<file path="src/hdl/nes_cart_pkg.sv">
////////////////////////////////////////////////////////////////////////////
// Shared types for the cartridge front end: bytes, ROM addresses,
// iNES header, mapper flags, cheat code and pad buttons
// Loader states and fixed layout constants
////////////////////////////////////////////////////////////////////////////

package nes_cart_pkg;

	typedef logic [7:0]   byte_t;
	typedef logic [21:0]  rom_addr_t;
	typedef logic [21:0]  rom_count_t;
	typedef logic [127:0] ines_header_t;      // Byte 0 in bits 7:0
	typedef logic [7:0]   pad_buttons_t;      // A B Sel Start Up Down Left Right, bit 0 first

	// Flags word handed to the mapper logic, mapper number in the low byte
	typedef struct packed {
		logic [5:0] reserved;
		logic       has_saves;
		logic [7:0] submapper;
		logic       four_screen;
		logic       chr_ram;
		logic       mirroring;
		logic [2:0] chr_size;
		logic [2:0] prg_size;
		logic [7:0] mapper;
	} mapper_flags_t;

	// Each field little-endian in the cheat file
	typedef struct packed {
		logic [31:0] flags;
		logic [31:0] address;
		logic [31:0] compare;
		logic [31:0] replace;
	} cheat_code_t;

	typedef enum logic [2:0] {
		S_HEADER,
		S_PRG,
		S_CHR,
		S_DONE,
		S_ERROR
	} loader_state_e;

	localparam int HEADER_BYTES   = 16;
	localparam int PRG_PAGE_SHIFT = 14;       // 16 KiB pages
	localparam int CHR_PAGE_SHIFT = 13;       // 8 KiB pages

	localparam rom_addr_t CHR_BASE         = 22'h200000;
	localparam byte_t     CHEAT_FILE_INDEX = 8'hFF;

	// Four-player adapter signatures
	localparam byte_t TAP_ID_PORT1 = 8'h08;
	localparam byte_t TAP_ID_PORT2 = 8'h04;

	// "NES" then 0x1A, first byte lowest
	localparam logic [31:0] INES_MAGIC = 32'h1A53_454E;

endpackage

</file>
<file path="src/hdl/ines_decode.sv">
////////////////////////////////////////////////////////////////////////////
// iNES header decode: magic and trainer check, NES 2.0 and dirty
// header detection, PRG/CHR byte counts and mapper flags packing
////////////////////////////////////////////////////////////////////////////

`timescale 1ns/1ps

module ines_decode (
	input  nes_cart_pkg::ines_header_t  header,
	input  logic                        invert_mirroring,
	output logic                        header_ok,
	output nes_cart_pkg::rom_count_t    prg_bytes,
	output nes_cart_pkg::rom_count_t    chr_bytes,
	output nes_cart_pkg::mapper_flags_t flags
);
	import nes_cart_pkg::*;

	byte_t hb [HEADER_BYTES];
	logic  is_nes20;
	logic  is_dirty;

	// Ceiling log2 of a page count, saturating at 7
	function automatic logic [2:0] size_code(input byte_t pages);
		logic [2:0] code;
		code = 3'd7;
		for (int i = 6; i >= 0; i--) begin
			if (pages <= (9'd1 << i))
				code = 3'(i);
		end
		return code;
	endfunction

	always_comb begin
		for (int i = 0; i < HEADER_BYTES; i++)
			hb[i] = header[i*8 +: 8];
	end

	// No trainer support
	assign header_ok = ({hb[3], hb[2], hb[1], hb[0]} == INES_MAGIC) && !hb[6][2];

	assign is_nes20 = (hb[7][3:2] == 2'b10);

	// Junk in the tail of an old header, usually a ripper tag
	assign is_dirty = !is_nes20 && ((hb[9][7:1] != 7'd0) || (header[127:80] != '0));

	assign prg_bytes = rom_count_t'(hb[4]) << PRG_PAGE_SHIFT;
	assign chr_bytes = rom_count_t'(hb[5]) << CHR_PAGE_SHIFT;

	always_comb begin
		flags             = '0;
		flags.mapper      = {is_dirty ? 4'h0 : hb[7][7:4], hb[6][7:4]};
		flags.prg_size    = size_code(hb[4]);
		flags.chr_size    = size_code(hb[5]);
		flags.mirroring   = hb[6][0] ^ invert_mirroring;
		flags.chr_ram     = (hb[5] == 8'd0);    // No CHR ROM, board has RAM
		flags.four_screen = hb[6][3];
		flags.submapper   = is_nes20 ? hb[8] : 8'd0;
		flags.has_saves   = hb[6][1];
	end

endmodule

</file>
<file path="src/hdl/rom_loader.sv">
////////////////////////////////////////////////////////////////////////////
// ROM loader: captures the iNES header, then streams PRG and CHR
// bytes into cartridge memory as registered writes
////////////////////////////////////////////////////////////////////////////

`timescale 1ns/1ps

module rom_loader (
	input  logic                        clk,
	input  logic                        reset_nes,
	input  logic                        rom_download,
	input  nes_cart_pkg::byte_t         file_byte,
	input  logic                        byte_strobe,
	input  logic                        invert_mirroring,
	output nes_cart_pkg::rom_addr_t     mem_addr,
	output nes_cart_pkg::byte_t         mem_data,
	output logic                        mem_write,
	output nes_cart_pkg::mapper_flags_t mapper_flags,
	output logic                        loader_busy,
	output logic                        loader_done,
	output logic                        loader_fail
);
	import nes_cart_pkg::*;

	loader_state_e state;
	ines_header_t  header;
	logic [3:0]    hdr_count;
	logic [3:0]    hdr_index;
	logic          header_full;       // All 16 bytes in, check next cycle
	logic          download_d;
	rom_addr_t     addr_cnt;
	rom_count_t    bytes_left;

	logic          header_ok;
	rom_count_t    prg_bytes;
	rom_count_t    chr_bytes;
	mapper_flags_t decoded_flags;

	logic          start;
	logic          take_header;
	logic          take_data;

	ines_decode decode_i (
		.header           (header),
		.invert_mirroring (invert_mirroring),
		.header_ok        (header_ok),
		.prg_bytes        (prg_bytes),
		.chr_bytes        (chr_bytes),
		.flags            (decoded_flags)
	);

	assign start       = rom_download && !download_d;
	assign hdr_index   = start ? 4'd0 : hdr_count;
	assign take_header = rom_download && byte_strobe &&
	                     (start || (state == S_HEADER && !header_full));
	assign take_data   = rom_download && byte_strobe && !start &&
	                     (state == S_PRG || state == S_CHR) && (bytes_left != '0);

	////////////////////////////////////////////////////////////////////////////
	// Control

	always_ff @(posedge clk) begin
		if (reset_nes) begin
			state        <= S_HEADER;
			hdr_count    <= 4'd0;
			header_full  <= 1'b0;
			download_d   <= 1'b0;
			addr_cnt     <= '0;
			bytes_left   <= '0;
			mem_write    <= 1'b0;
			mapper_flags <= '0;
			loader_busy  <= 1'b0;
			loader_done  <= 1'b0;
			loader_fail  <= 1'b0;
		end else begin
			download_d <= rom_download;
			mem_write  <= take_data;

			if (start) begin                // New image, first byte may arrive now
				state       <= S_HEADER;
				hdr_count   <= take_header ? 4'd1 : 4'd0;
				header_full <= 1'b0;
				loader_busy <= 1'b0;
				loader_done <= 1'b0;
				loader_fail <= 1'b0;
			end else begin
				case (state)
					S_HEADER: begin
						if (header_full) begin
							header_full <= 1'b0;
							loader_busy <= 1'b1;
							addr_cnt    <= '0;
							bytes_left  <= prg_bytes;
							state       <= header_ok ? S_PRG : S_ERROR;
						end else if (take_header) begin
							hdr_count   <= hdr_count + 4'd1;
							header_full <= (hdr_count == 4'(HEADER_BYTES - 1));
						end
					end
					S_PRG, S_CHR: begin
						if (bytes_left != '0) begin
							if (take_data) begin
								addr_cnt   <= addr_cnt + 22'd1;
								bytes_left <= bytes_left - 22'd1;
							end
						end else if (state == S_PRG) begin
							state      <= S_CHR;
							addr_cnt   <= CHR_BASE;
							bytes_left <= chr_bytes;
						end else begin
							state        <= S_DONE;
							loader_busy  <= 1'b0;
							loader_done  <= 1'b1;
							mapper_flags <= decoded_flags;
						end
					end
					S_ERROR: begin
						loader_busy <= 1'b0;
						loader_done <= 1'b1;
						loader_fail <= 1'b1;
					end
					default: ;                  // Idle in S_DONE until the next image
				endcase
			end
		end
	end

	////////////////////////////////////////////////////////////////////////////
	// Header capture and write data

	always_ff @(posedge clk) begin
		if (take_header)
			header[{hdr_index, 3'b000} +: 8] <= file_byte;
		if (take_data) begin
			mem_addr <= addr_cnt;
			mem_data <= file_byte;
		end
	end

endmodule

</file>
<file path="src/hdl/cheat_assembler.sv">
////////////////////////////////////////////////////////////////////////////
// Cheat code assembler: 16 file bytes into one 128-bit code
////////////////////////////////////////////////////////////////////////////

`timescale 1ns/1ps

module cheat_assembler (
	input  logic                      clk,
	input  logic                      reset_nes,
	input  logic                      cheat_download,
	input  nes_cart_pkg::byte_t       file_byte,
	input  logic                      byte_strobe,
	output nes_cart_pkg::cheat_code_t cheat_code,
	output logic                      cheat_valid
);
	import nes_cart_pkg::*;

	logic [3:0] offset;
	logic       take;

	assign take = cheat_download && byte_strobe;

	always_ff @(posedge clk) begin
		if (reset_nes) begin
			offset      <= 4'd0;
			cheat_valid <= 1'b0;
		end else begin
			cheat_valid <= take && (offset == 4'd15);
			if (!cheat_download)
				offset <= 4'd0;
			else if (take)
				offset <= offset + 4'd1;            // Wraps to the next code
		end
	end

	// Offset bits 3:2 pick the field, 1:0 the byte within it
	always_ff @(posedge clk) begin
		if (take) begin
			case (offset[3:2])
				2'd0:    cheat_code.flags[{offset[1:0], 3'b000} +: 8]   <= file_byte;
				2'd1:    cheat_code.address[{offset[1:0], 3'b000} +: 8] <= file_byte;
				2'd2:    cheat_code.compare[{offset[1:0], 3'b000} +: 8] <= file_byte;
				default: cheat_code.replace[{offset[1:0], 3'b000} +: 8] <= file_byte;
			endcase
		end
	end

endmodule

</file>
<file path="src/hdl/joypad_serializer.sv">
////////////////////////////////////////////////////////////////////////////
// Controller ports: latch two pads or a four-player adapter,
// shift out on falling edges of the console's controller clocks
////////////////////////////////////////////////////////////////////////////

`timescale 1ns/1ps

module joypad_serializer (
	input  logic                       clk,
	input  logic                       reset_nes,
	input  logic                       joy_swap,
	input  logic                       multitap,
	input  nes_cart_pkg::pad_buttons_t pad_a,
	input  nes_cart_pkg::pad_buttons_t pad_b,
	input  nes_cart_pkg::pad_buttons_t pad_c,
	input  nes_cart_pkg::pad_buttons_t pad_d,
	input  logic                       joypad_strobe,
	input  logic [1:0]                 joypad_clock,
	output logic [1:0]                 joypad_data
);
	import nes_cart_pkg::*;

	logic [1:0][23:0] port_bits;
	logic [1:0][23:0] load_word;
	logic [1:0]       clock_d;
	logic [1:0]       clock_fall;

	// Without the adapter the upper 16 bits read back as ones
	assign load_word[0] = {multitap ? {TAP_ID_PORT1, pad_c} : 16'hFFFF,
	                       joy_swap ? pad_b : pad_a};
	assign load_word[1] = {multitap ? {TAP_ID_PORT2, pad_d} : 16'hFFFF,
	                       joy_swap ? pad_a : pad_b};

	assign clock_fall = clock_d & ~joypad_clock;

	always_ff @(posedge clk) begin
		if (reset_nes) begin
			port_bits <= '0;
			clock_d   <= 2'b00;
		end else begin
			clock_d <= joypad_clock;
			for (int i = 0; i < 2; i++) begin
				if (joypad_strobe)
					port_bits[i] <= load_word[i];
				else if (clock_fall[i])
					port_bits[i] <= {1'b0, port_bits[i][23:1]};   // Zero fill after last bit
			end
		end
	end

	assign joypad_data[0] = port_bits[0][0];
	assign joypad_data[1] = port_bits[1][0];

endmodule

</file>
<file path="src/hdl/cart_frontend.sv">
////////////////////////////////////////////////////////////////////////////
// Cartridge front end top: download routing by file type,
// ROM loader, cheat assembler and controller serializer
////////////////////////////////////////////////////////////////////////////

`timescale 1ns/1ps

module cart_frontend (
	input  logic                        clk,
	input  logic                        reset_nes,
	input  logic                        download,
	input  nes_cart_pkg::byte_t         file_index,
	input  nes_cart_pkg::byte_t         file_byte,
	input  logic                        byte_strobe,
	input  logic                        invert_mirroring,
	input  logic                        joy_swap,
	input  logic                        multitap,
	input  nes_cart_pkg::pad_buttons_t  pad_a,
	input  nes_cart_pkg::pad_buttons_t  pad_b,
	input  nes_cart_pkg::pad_buttons_t  pad_c,
	input  nes_cart_pkg::pad_buttons_t  pad_d,
	input  logic                        joypad_strobe,
	input  logic [1:0]                  joypad_clock,
	output nes_cart_pkg::rom_addr_t     mem_addr,
	output nes_cart_pkg::byte_t         mem_data,
	output logic                        mem_write,
	output nes_cart_pkg::mapper_flags_t mapper_flags,
	output logic                        loader_busy,
	output logic                        loader_done,
	output logic                        loader_fail,
	output nes_cart_pkg::cheat_code_t   cheat_code,
	output logic                        cheat_valid,
	output logic [1:0]                  joypad_data
);
	import nes_cart_pkg::*;

	logic is_cheat;
	logic rom_download;
	logic cheat_download;

	// One compare, both blocks see the same bytes
	assign is_cheat       = (file_index == CHEAT_FILE_INDEX);
	assign cheat_download = download && is_cheat;
	assign rom_download   = download && !is_cheat;

	rom_loader loader_i (
		.clk              (clk),
		.reset_nes        (reset_nes),
		.rom_download     (rom_download),
		.file_byte        (file_byte),
		.byte_strobe      (byte_strobe),
		.invert_mirroring (invert_mirroring),
		.mem_addr         (mem_addr),
		.mem_data         (mem_data),
		.mem_write        (mem_write),
		.mapper_flags     (mapper_flags),
		.loader_busy      (loader_busy),
		.loader_done      (loader_done),
		.loader_fail      (loader_fail)
	);

	cheat_assembler cheat_i (
		.clk            (clk),
		.reset_nes      (reset_nes),
		.cheat_download (cheat_download),
		.file_byte      (file_byte),
		.byte_strobe    (byte_strobe),
		.cheat_code     (cheat_code),
		.cheat_valid    (cheat_valid)
	);

	joypad_serializer joypad_i (
		.clk           (clk),
		.reset_nes     (reset_nes),
		.joy_swap      (joy_swap),
		.multitap      (multitap),
		.pad_a         (pad_a),
		.pad_b         (pad_b),
		.pad_c         (pad_c),
		.pad_d         (pad_d),
		.joypad_strobe (joypad_strobe),
		.joypad_clock  (joypad_clock),
		.joypad_data   (joypad_data)
	);

endmodule

</file>
<file path="config.mk">
export PLATFORM = sky130hd
export DESIGN_NAME = cart_frontend
export DESIGN_NICKNAME = d
export VERILOG_FILES = /design/src/hdl/nes_cart_pkg.sv /design/src/hdl/ines_decode.sv /design/src/hdl/rom_loader.sv /design/src/hdl/cheat_assembler.sv /design/src/hdl/joypad_serializer.sv /design/src/hdl/cart_frontend.sv
export SDC_FILE = /design/constraint.sdc
export NUM_CORES = 1
export LEC_CHECK = 0
export BUFFER_PORTS_ARGS = -buffer_cell sky130_fd_sc_hd__buf_2
export CORE_MARGIN = 2
export CORE_UTILIZATION = 40
export DETAILED_ROUTE_END_ITERATION = 6
export PLACE_DENSITY_LB_ADDON = 0.12
export SLEW_MARGIN = 20
export SYNTH_ARGS = -nofsm -noshare
export SYNTH_HDL_FRONTEND = slang
export SYNTH_HIERARCHICAL = 1
export SYNTH_SLANG_ARGS = --single-unit
export TNS_END_PERCENT = 10
</file>
<file path="constraint.sdc">
create_clock -name clk -period 3.8 [get_ports clk]
set_clock_uncertainty 0.1 [all_clocks]
set_input_delay 0.19 -clock clk [delete_from_list [all_inputs] [get_ports clk]]
set_output_delay 0.19 -clock clk [all_outputs]
set_load 0.005 [all_outputs]
</file>
== Yosys cells after proc, flatten, opt, wreduce, memory -nomap -nowiden ==
Index checks and enable logic that the tools add are counted.
Word-level totals
  flip-flop bits (word level): 424
  bits of input ports: 58
  output and inout bits: 197
  logic and storage cells: 186
Cells by class
  $add $sub $neg: 6
  order comparisons: 14
  eq/ne operators: 16
  shift operators: 4
  mux-type cells: 59
  bitwise gates (word level): 8
  reductions and logical operators: 49
Operators by type and width (number)
  $mux W22: 8
  $bwmux W128: 1
  $bwmux W32: 4
  $shift A8 B9 Y128 const A: 1
  $shiftx A8 B9 Y128: 1
  $mux W24: 4
  $pmux W22 S2: 2
  $reduce_bool A48 Y1: 1
  $mux W3: 13
  $eq A32 B29 Y1 const B: 1
  $mux W16: 2
  $shift A8 B7 Y32 const A: 1
  $shiftx A8 B7 Y32: 1
  $mux W4: 6
  $mux W8: 3
  $add A22 B1 Y22 const B: 1
  $reduce_bool A22 Y1: 1
  $sub A22 B1 Y22 const B: 1
  $le A8 B1 Y1 const B: 2
  $le A8 B2 Y1 const B: 2
  $le A8 B3 Y1 const B: 2
  $le A8 B4 Y1 const B: 2
  $le A8 B5 Y1 const B: 2
  $le A8 B6 Y1 const B: 2
  other kinds (39): 92

== Logic depth before layout (Yosys ltp) ==
Gate-level depths: netlist of run 1.
  depth in word-level cells: 11
  mapped depth: 13
  depth with buffers taken out: 11

== By module ==
Netlist of run 1, hierarchy kept.
By module, submodules not included
  rom_loader: instances 1, cells an instance 944, area an instance 10403.7 um^2, sequential area each 6526.3 um^2
  cheat_assembler: instances 1, cells an instance 215, area an instance 4570.6 um^2, sequential area each 3943.8 um^2
  joypad_serializer: instances 1, cells an instance 277, area an instance 2373.5 um^2, sequential area each 1001.0 um^2
  ines_decode: instances 1, cells an instance 151, area an instance 1057.3 um^2, sequential area each 0.0 um^2
  cart_frontend: instances 1, cells an instance 5, area an instance 28.8 um^2, sequential area each 0.0 um^2

== Worst setup path after synthesis of run 1 ==
No wires, ideal clock.
  path kind: reg-to-reg
  start: register loader_i.bytes_left[0]
  end: register loader_i.addr_cnt[1]
  library setup time: 0.071 ns
  arrival: 3.094 ns
  required time: 3.629 ns
  path slack: 0.535 ns
  cell stages (with the launch flop): 10
  buffers on the path: 1
  clock period less this slack: 3.265 ns
  path through: dfxtp_1 -> inv_1 -> ha_1 -> nand2b_1 -> clkbuf_1 -> nor3_4 -> a21o_1 -> nor2_1 -> a22oi_1 -> nor2_1
On the way
  word-level cells in the longest chain between the ends: 4
  elaborated cells between the ends (all ways): 7
  those cells by class: eq/ne: 2; mux: 2; reduce/logical: 3
RTL lines
  start, declared: line rom_loader.sv:32  | rom_count_t bytes_left;
  start signal, assigned: line rom_loader.sv:93  | bytes_left <= prg_bytes;
  start signal, assigned: line rom_loader.sv:104  | bytes_left <= bytes_left - 22'd1;
  start signal, assigned: line rom_loader.sv:109  | bytes_left <= chr_bytes;
  $reduce_bool A22 Y1: line rom_loader.sv:57  | (state == S_PRG || state == S_CHR) && (bytes_left != '0);
  $logic_and A1 B1 Y1: line rom_loader.sv:57
  net loader_i.take_data: line rom_loader.sv:41  | logic take_data;
  $ne A3 B2 Y1 (no line)
  $reduce_and A5 Y1 (no line)
  end signal, assigned: line rom_loader.sv:103  | addr_cnt <= addr_cnt + 22'd1;
  end, declared: line rom_loader.sv:31  | rom_addr_t addr_cnt;
The timed path passes the listed nets, and every way through them passes these cells.
A chain may end at the register's enable or synchronous reset.

== Final worst setup path of run 1 ==
  start: register loader_i.download_d
  end: register loader_i.header[110] (enable)
On the way
  word-level cells in the longest chain between the ends: 4
RTL lines
  start, declared: line rom_loader.sv:30  | logic download_d;
  start signal, assigned: line rom_loader.sv:76  | download_d <= rom_download;
  $logic_not A1 Y1: line rom_loader.sv:52  | assign start = rom_download && !download_d;
  $logic_and A1 B1 Y1: line rom_loader.sv:52
  $logic_or A1 B1 Y1: line rom_loader.sv:55  | (start || (state == S_HEADER && !header_full));
  $logic_and A1 B1 Y1: line rom_loader.sv:54  | assign take_header = rom_download && byte_strobe &&
  end signal, assigned by index: line rom_loader.sv:133  | header[{hdr_index, 3'b000} +: 8] <= file_byte;
  end, declared: line rom_loader.sv:26  | ines_header_t header;
No other way between the ends.

==> metrics, run 1 <==
largest net degree at the start of global routing=a little under 60; Hold Path Class=primary input to flip-flop; Peak supply drop=0.000380 V; starting density of the core=40.5%; pre-CTS setup slack=578 ps; vias in the first global route=between 10000 and 15000; Crit. End Element=flip-flop; filler instances=between 4000 and 5000; Placement Cell Area=~20000 sq um; router iterations before antenna repair=5; final worst setup slack=between 800 and 900 ps; CTS Buffer Depth=3; Util after Layout=approximately half; Slew Viols, Final=0; htree depth=2; die span in x=about 220 um; crit-path max FO=18; Final Cycle Share=77.0%; full die area=between 40000 and 50000 sq um; kind of critical path=flip-flop to flip-flop; Cell Area, Synth=~18000 sq um; die height=218 um; Hold Fails Final Rpt=0; Critical Path RT=a little under 4000 ps; drt via density=a little over 5; register clock-pin slew on the reported worst setup and hold paths=roughly 60 ps; total power=0.0118 W; final setup violating endpoints=0; status=complete, no violations; cts bufs inserted=46; CTS tree=built; Layout Nets=1955; core box area=around 45000 sq um; Final ANT Viol Nets=0; PortBufs=about 250; R2R Path End=loader_i/header[110]; power per cell area=540 nW/um^2; Slew @ Worst Pin=roughly 950 ps; Yosys warning count=6; Period minus WS final=between 2000 and 3000 ps; crit path launch type=flip-flop; FF-to-FF setup slack=about 870 ps; DRC=0; reg2reg start=loader_i/download_d; CP endpoint=loader_i/header[110]; Root Driver=clkbuf_16; Max Fclk=~340 MHz; total setup buffers inserted after CTS=0; Placer Congestion=roughly 0.86; # diodes=0; PostCTS Resize Cnt=0; Clock Latency Late Sink=about 570 ps; Design Area, Final=roughly 22000 sq um; Worst slew margin=36.4%; P_leak=about 8.3 nW; Setup TNS=0 ps; Max-Cap Viols=0; Reg2Reg Depth=8; first-pass GRT wire length=~73000 um; RSZ-0062 raised after global routing=false; Avg WL per Cell=approximately 19 um; crit path from=loader_i/download_d; critical path arrival=3030 ps; clock sink total=427; Area growth, synth to finish=19.6%; Syn Area/Cell=approximately 12 sq um; Vias=roughly 13000; HPWL Detailed=around 31000 um; total routed wirelength=about 48000 um; Initial DRC Count=between 900 and 1000; global route overflow=0; global-route usage over all layers=roughly 20%; ratio of cells with drive above 1 in the final layout=22.4%; Rows=between 70 and 80; I/O Pins=~260; antenna violations before repair=2; Syn Inst Count=approximately 1600
## state kept, by name, summed over array words and instances (netlist names)
| name | cells |
|---|---|
| cheat_i/cheat_code | 128 |
| loader_i/header | 125 |
| joypad_i/port_bits | 46 |
| loader_i/mapper_flags | 32 |
| loader_i/addr_cnt | 22 |
| loader_i/bytes_left | 22 |
| loader_i/mem_addr | 22 |
| loader_i/mem_data | 8 |
| cheat_i/offset | 4 |
| loader_i/hdr_count | 4 |
| loader_i/state | 3 |
| joypad_i/clock_d | 2 |
| joypad_i/joypad_data | 2 |
| cheat_i/cheat_valid | 1 |
| loader_i/download_d | 1 |
| loader_i/header_full | 1 |
| loader_i/loader_busy | 1 |
| loader_i/loader_done | 1 |
| loader_i/loader_fail | 1 |
| loader_i/mem_write | 1 |
## metrics by stage
stage / instances / hold slack (ps)
global route: 2520 / 17.7
floorplan: 1619 / 189
detailed placement: 2367 / 334
global placement: 2367 / 329
finish: 2520 / 26.7
CTS: 2520 / 7.97
## how the worst min path moves through the flow
stage / cells past startpoint / start / endpoint
floorplan: 0 / file_byte[0] / loader_i/mem_data[0]
global placement: 2 / joypad_clock[0] / joypad_i/clock_d[0]
detailed placement: 2 / joypad_clock[0] / joypad_i/clock_d[0]
CTS: 5 / download / cheat_i/offset[3]
global route: 1 / file_byte[7] / loader_i/mem_data[7]
finish: 1 / file_byte[7] / loader_i/mem_data[7]
## critical path, cell delays in order, from the launching register on
cell,delay [ps]
dfxtp_1,340
nand2b_1,200
nand2_1,120
ha_1,290
nor2b_1,180
a21oi_1,140
o211ai_1,170
or2_2,470
nor2_1,540
## per-layer routing
layer  track usage (%)  vias up  share of wire (%)
li1                  -     6217                  -
met1              27.8     6380                 45
met2              31.2      383                 46
met3              3.51       77                6.0
met4              6.58        0                2.3
met5                 0        -                  0
## power by group
| part | total, W | internal, W | switching (W) |
|---|---|---|---|
| sequential | 0.00517 | 0.00504 | 0.000127 |
| combinational | 0.00241 | 0.000871 | 0.00154 |
| clock | 0.00425 | 0.00247 | 0.00178 |
## cells in the final DEF (no fill, tap or decap), types with 6 or more instances in the layout
cell type / n
conb_1: 34
nor4_1: 20
o31ai_1: 9
buf_4: 27
nor3_1: 22
or3_1: 11
buf_2: 253
nor2_1: 143
xor2_1: 14
clkbuf_1: 16
or4_1: 10
clkbuf_16: 47
mux2i_1: 24
nand2_1: 209
a311oi_1: 11
and3_1: 7
nor4_2: 7
a21oi_1: 45
a211oi_1: 7
nand4_1: 21
o211ai_1: 17
a311oi_2: 6
ha_1: 13
a21oi_2: 20
and2_1: 124
nand2b_1: 12
nand2_2: 24
edfxtp_1: 283
clkinv_2: 9
a21o_1: 19
nand3_1: 27
o21ai_1: 7
inv_1: 18
dfxtp_1: 144
dlygate4sd3_1: 69
a31oi_1: 48
o21ai_0: 34
xnor2_1: 12
nor2b_1: 8
## what timing repair did
item | in CTS | in global routing
endpoints found under the setup margin | 0 | 0
hold buffers | 69 | 0
endpoints found under the hold margin | 49 | 0
## final cells by class
cell class,count,area [sq um],share of cell area (%)
Inverter,19,71.3,0.325
Sequential cell,427,11400,51.9
Clock buffer,66,1280,5.83
Timing Repair Buffer,349,2160,9.85
Tap cell,600,751,3.42
Multi-Input combinational cell,1041,6150,28.0
Clock inverter,18,141,0.645
Note: power is estimated with default switching activity, not from simulation.
==> run 2, diff against run 1 <==
Clock period 3.8 ns to 2.8 ns, I/O delays scaled along.
==> run 2 against run 1 <==
Via count up 0.51%; sequential share of layout area down 1.2 points; cell count up 2.2%; die area unchanged; clock power up 40%.
==> metrics, run 2 (synthesized netlist as in run 1, its figures left out) <==
P_leak=8.57 nW (+3.5%); Avg WL per Cell=18.8 um (-0.92%); drt via density=5.09 (-1.7%); first-pass GRT wire length=74500 um (+2.2%); DRC=0 (unchanged); HPWL Detailed=32300 um (+3.7%); Largest register FFs=128 (unchanged); # diodes=0 (unchanged); largest net degree at the start of global routing=85 (+47%); I/O Pins=255 (unchanged); Layout Nets=2008 (+2.7%); Clock Latency Late Sink=580 ps (about the same); clock sink total=427 (unchanged); Critical Path RT=3190 ps (-720 ps); global route overflow=0 (unchanged); Hold Fails Final Rpt=0 (unchanged); sequential power share=42.8% (-0.9 points); Hold Crit Depth=6 (+5); Worst Hold Launch=file_index[0]; ratio of cells with drive above 1 in the final layout=24.4% (+2.0 points); Final ANT Viol Nets=0 (unchanged); Placement Cell Area=20300 sq um (+2.2%); global-route usage over all layers=20.2% (+0.33 points); Area growth, synth to finish=22.5%; Vias=13100 (+0.51%); Slew Viols, Final=0 (unchanged); Slew @ Worst Pin=901 ps (-52.6 ps); core box area=45300 sq um (unchanged); Design Area, Final=22500 sq um (+2.4%); status=complete, no violations; antenna violations before repair=3 (+1); most frequent cells in the layout=edfxtp_1 (283), buf_2 (253), nand2_1 (209); critical path arrival=3040 ps (about the same); Period minus WS final=2640 ps (-285 ps); PortBufs=254 (unchanged); crit-path max FO=10 (-8); Min-Delay Endpoint=cheat_i/offset[3]; router iterations before antenna repair=5 (unchanged); Multi-input gate area=6150 sq um (about the same); Crit. End Element=flip-flop; Rows=78 (unchanged); clock power share=36.3% (+0.4 points); cts bufs inserted=47 (+2.2%); power per cell area=728 nW/um^2 (+35%); filler instances=4078 (-2.6%); Hold Path Class=primary input to flip-flop; Max Fclk=379 MHz (+11%); R2R Path End=loader_i/addr_cnt[12]; Combinational Power Share=20.9% (+0.5 points); register area=11400 sq um (unchanged); Hold Slack=61.0 ps (+34.3 ps); starting density of the core=40.5% (unchanged); full die area=47600 sq um (unchanged); Worst slew margin=39.8% (+3.4 points); CTS tree=built; fin cells=2576 (+2.2%); Int Pwr=0.0116 W (+38%); final setup violating endpoints=0 (unchanged); kind of critical path=flip-flop to flip-flop; Initial DRC Count=792 (-19%); vias in the first global route=12800 (+2.4%); Placer Congestion=0.865 (+0.67%); die height=218 um (unchanged); leading cell type in the layout, fill and taps excluded=edfxtp_1; Final Cycle Share=94.3% (+17 points); total routed wirelength=48500 um (+1.3%); Peak supply drop=0.000522 V (+37%); reg2reg start=loader_i/bytes_left[14]; CTS Buffer Depth=3 (unchanged); Sw Ratio=29.1% (about the same); Max-Cap Viols=0 (unchanged); Root Driver=clkbuf_16; Switch Pwr=0.00477 W (+38%); FF-to-FF setup slack=160 ps (-720 ps); crit path launch type=flip-flop; Reg2Reg Depth=7 (-1); register clock-pin slew on the reported worst setup and hold paths=60 ps (about the same); Setup TNS=0 ps (unchanged); die span in x=218 um (unchanged); htree depth=2 (unchanged); RSZ-0062 raised after global routing=false; Placed Instances=2416 (+2.1%)
==> run 2: cell types whose count changed in the layout (fill, tap and decap cells not counted), moves of 2 or more <==
cell / delta
buf_4: +43
dlygate4sd3_1: +3
clkinv_1: +6
clkbuf_1: -4
buf_12: +6
clkinvlp_4: +2
clkbuf_8: -3
==> run 2: what timing repair did <==
item / 4_1_cts / 5_1_grt
hold endpoints to repair: 60 / 0
gates resized for setup: 0 / 2
endpoints found under the setup margin: 0 / 3
setup buffers: 0 / 0
hold buffers: 72 / 0
==> run 2: per-layer routing <==
layer | routed length (um) | vias to the layer above | part of all wire (%) | GRT usage, %
li1 | - | 6323 | - | -
met1 | 22100 | 6434 | 46 | 27.8
met2 | 23100 | 310 | 48 | 33.0
met3 | 2390 | 57 | 4.9 | 3.64
met4 | 904 | 0 | 1.9 | 4.88
met5 | 0 | - | 0 | 0
==> run 2: final cells by class <==
cell class                 instances  area share (%)
multi-input combinational       1041            27.4
tap                              600            3.34
inverter                          19           0.318
clock buffer                      60            5.55
timing repair buffer             401            11.7
sequential                       427            50.7
clock inverter                    28            1.02
==> run 2: worst max-delay path by stage <==
stage / end / start / slack, ps
2_1_floorplan: loader_i/header[104] / file_index[3] / -390
3_3_place_gp: loader_i/header[54] / file_index[3] / 80
3_5_place_dp: loader_i/header[49] / file_index[3] / 2
4_1_cts: loader_i/addr_cnt[12] / loader_i/bytes_left[14] / 60
5_1_grt: loader_i/addr_cnt[13] / loader_i/bytes_left[2] / 10
6_report: loader_i/addr_cnt[12] / loader_i/bytes_left[14] / 160
==> run 2: power by group through the flow <==
stage	Combinational [W]	Clock, W	Sequential, W
after floorplan	0.00248	0	0.00710
after global placement	0.00329	0	0.00713
after detailed placement	0.00333	0	0.00713
after CTS	0.00342	0.00610	0.00700
after global routing	0.00383	0.00634	0.00702
final	0.00341	0.00594	0.00700
==> run 2: metrics by stage <==
| step | worst slack [ps] | utilization, % | power, W |
|---|---|---|---|
| floorplan | -389 | - | 0.00957 |
| global placement | 77.4 | 44.7 | 0.0104 |
| detailed placement | 1.81 | 44.7 | 0.0105 |
| CTS | 59.4 | 49.6 | 0.0165 |
| global route | 11.4 | 49.6 | 0.0172 |
| finish | 158 | 49.6 | 0.0164 |
==> run 2: critical path, stage by stage (launching register included) <==
cell and delay [ps]:
dfxtp_1 360, or4_4 580, or4_1 570, o21ai_2 190, buf_4 180, o21ai_1 190
buf_4 270, a21oi_1 120
==> run 3, diff against run 2 <==
Settings changed: CORE_UTILIZATION 40 to 58.
==> run 3 against run 2 <==
Die area fell by 31%; first-iteration DRC count increased by 38%; maximum frequency down 0.70%; hold slack worse by 27 ps; critical path type unchanged; power fell by 2.3%; largest power group unchanged; worst setup slack worse by 19 ps; non-clock buffer count fell by 15.
==> metrics, run 3 (synthesized netlist as in run 1, its figures left out) <==
pre-CTS setup slack=-84.1 ps (-85.9 ps); final worst setup slack=140 ps (-18.6 ps); kind of critical path=flip-flop to flip-flop; crit path launch type=flip-flop; critical path's slowest cell=or4_1; P_leak=8.44 nW (-1.5%); router iterations before antenna repair=5 (unchanged); Final ANT Viol Nets=0 (unchanged); I/O Pins=255 (unchanged); antenna violations before repair=1 (-2); Slew @ Worst Pin=982 ps (+81.4 ps); die height=182 um (-17%); Rows=65 (-17%); Max-Cap Viols=0 (unchanged); final setup violating endpoints=0 (unchanged); R2R Path End=loader_i/bytes_left[13]; crit-path max FO=12 (+2); total routed wirelength=42500 um (-12%); Worst path max stage delay=610 ps (+30 ps); core box area=31300 sq um (-31%); Post-Route M1 WL=18800 um (-15%); register clock-pin slew on the reported worst setup and hold paths=60 ps (about the same); Placer Congestion=0.885 (+2.3%); Period minus WS final=2660 ps (+18.6 ps); drt via density=5.59 (+9.7%); full die area=33000 sq um (-31%); Crit. End Element=flip-flop; HPWL Detailed=27900 um (-14%); routed length on met3=3000 um (+25%); Clock Latency Late Sink=540 ps (-40 ps); critical path arrival=2990 ps (-50 ps); Vias=13200 (+0.28%); CTS tree=built; Cell Chain, Critical Path=or4_1 > or4_1 > o21a_1 > nand2_2 > buf_4 > a211oi_1 > a31o_2; Hold Fails Final Rpt=0 (unchanged); DRC=0 (unchanged); total power=0.0160 W (-2.3%); leading cell type in the layout, fill and taps excluded=edfxtp_1; clock sink total=427 (unchanged); power per cell area=728 nW/um^2 (about the same); total setup buffers inserted after CTS=0 (unchanged); Util after Layout=70.1% (+20 points); Layout Nets=1989 (-0.95%); met2 WL=19800 um (-14%); htree depth=2 (unchanged); crit path from=loader_i/bytes_left[17]; first-pass GRT wire length=65400 um (-12%); most frequent cells in the layout=edfxtp_1 (283), buf_2 (253), nand2_1 (208); Worst slew margin=34.5% (-5.3 points); vias in the first global route=12300 (-4.2%); Slew Viols, Final=0 (unchanged); Max Used Layer=met4; Final Cycle Share=95.0% (+0.67 points); RSZ-0062 raised after global routing=false; PortBufs=254 (unchanged); CP endpoint=loader_i/bytes_left[13]; filler instances=2250 (-45%); cts bufs inserted=43 (-8.5%); global-route usage over all layers=25.0% (+4.8 points); ratio of cells with drive above 1 in the final layout=24.3% (-0.16 points); global route overflow=0 (unchanged); Avg WL per Cell=18.1 um (-4.0%); Most Frequent Cell on Critical Path=or4_1; Setup TNS=0 ps (unchanged); status=complete, no violations; Root Driver=clkbuf_16; die span in x=182 um (-17%); # diodes=0 (unchanged); Area growth, synth to finish=19.7%; reg2reg start=loader_i/bytes_left[17]; Max Fclk=376 MHz (-0.70%); FF-to-FF setup slack=140 ps (-20 ps); largest net degree at the start of global routing=49 (-42%); CTS Buffer Depth=3 (unchanged); Peak supply drop=0.000439 V (-16%); Critical Path RT=3130 ps (-60 ps); Initial DRC Count=1090 (+38%); starting density of the core=58.5% (+18 points); Largest register FFs=128 (unchanged); Hold Path Class=primary input to flip-flop; Reg2Reg Depth=7 (unchanged)
run 3: area by class of cell:
class / instances / area (sq um) / share of cell area (%)
sequential: 427 / 11400 / 51.9
multi-input combinational: 1041 / 6160 / 28.1
tap: 402 / 503 / 2.29
clock inverter: 12 / 111 / 0.507
clock buffer: 67 / 1270 / 5.77
inverter: 19 / 71.3 / 0.325
timing repair buffer: 386 / 2450 / 11.2
run 3: per-stage QoR:
step | hold slack, ps | area [sq um] | instances
floorplan | 139 | 18500 | 1619
global placement | 271 | 19900 | 2206
detailed placement | 276 | 19900 | 2206
CTS | 14.0 | 21900 | 2354
global route | 24.1 | 21900 | 2354
finish | 33.8 | 21900 | 2354
run 3: worst min path at each step:
| stage | from | to | slack [ps] | cells past startpoint |
|---|---|---|---|---|
| after floorplan | file_byte[0] | loader_i/mem_data[0] | 140 | 0 |
| after global placement | joypad_clock[0] | joypad_i/clock_d[0] | 270 | 2 |
| after detailed placement | joypad_clock[0] | joypad_i/clock_d[0] | 280 | 2 |
| after CTS | file_byte[4] | loader_i/mem_data[4] | 10 | 1 |
| after global routing | file_byte[5] | loader_i/mem_data[5] | 20 | 1 |
| final | file_byte[5] | loader_i/mem_data[5] | 30 | 1 |
run 3: worst max-delay path: cells and delay by family, from the launching register on:
kind / cells / cell delay (ps)
compound gates: 3 / 520
buf+inv: 1 / 230
flops: 1 / 330
simple gates: 3 / 1370
run 3: metal layers:
layer | GRT usage (%) | vias up
met3 | 3.79 | 72
met2 | 40.7 | 510
met1 | 35.4 | 6298
met5 | 0 | -
li1 | - | 6281
met4 | 6.80 | 0
run 3: power by group:
| part | internal (W) | switching [W] | total (W) |
|---|---|---|---|
| Combinational | 0.00129 | 0.00216 | 0.00345 |
| Sequential | 0.00684 | 0.000145 | 0.00699 |
| Clock | 0.00322 | 0.00232 | 0.00554 |
run 3: repair_timing:
item | 4_1_cts | 5_1_grt
hold endpoints to repair | 56 | 0
hold buffers | 69 | 0
gates resized for setup | 0 | 5
endpoints found under the setup margin | 0 | 44
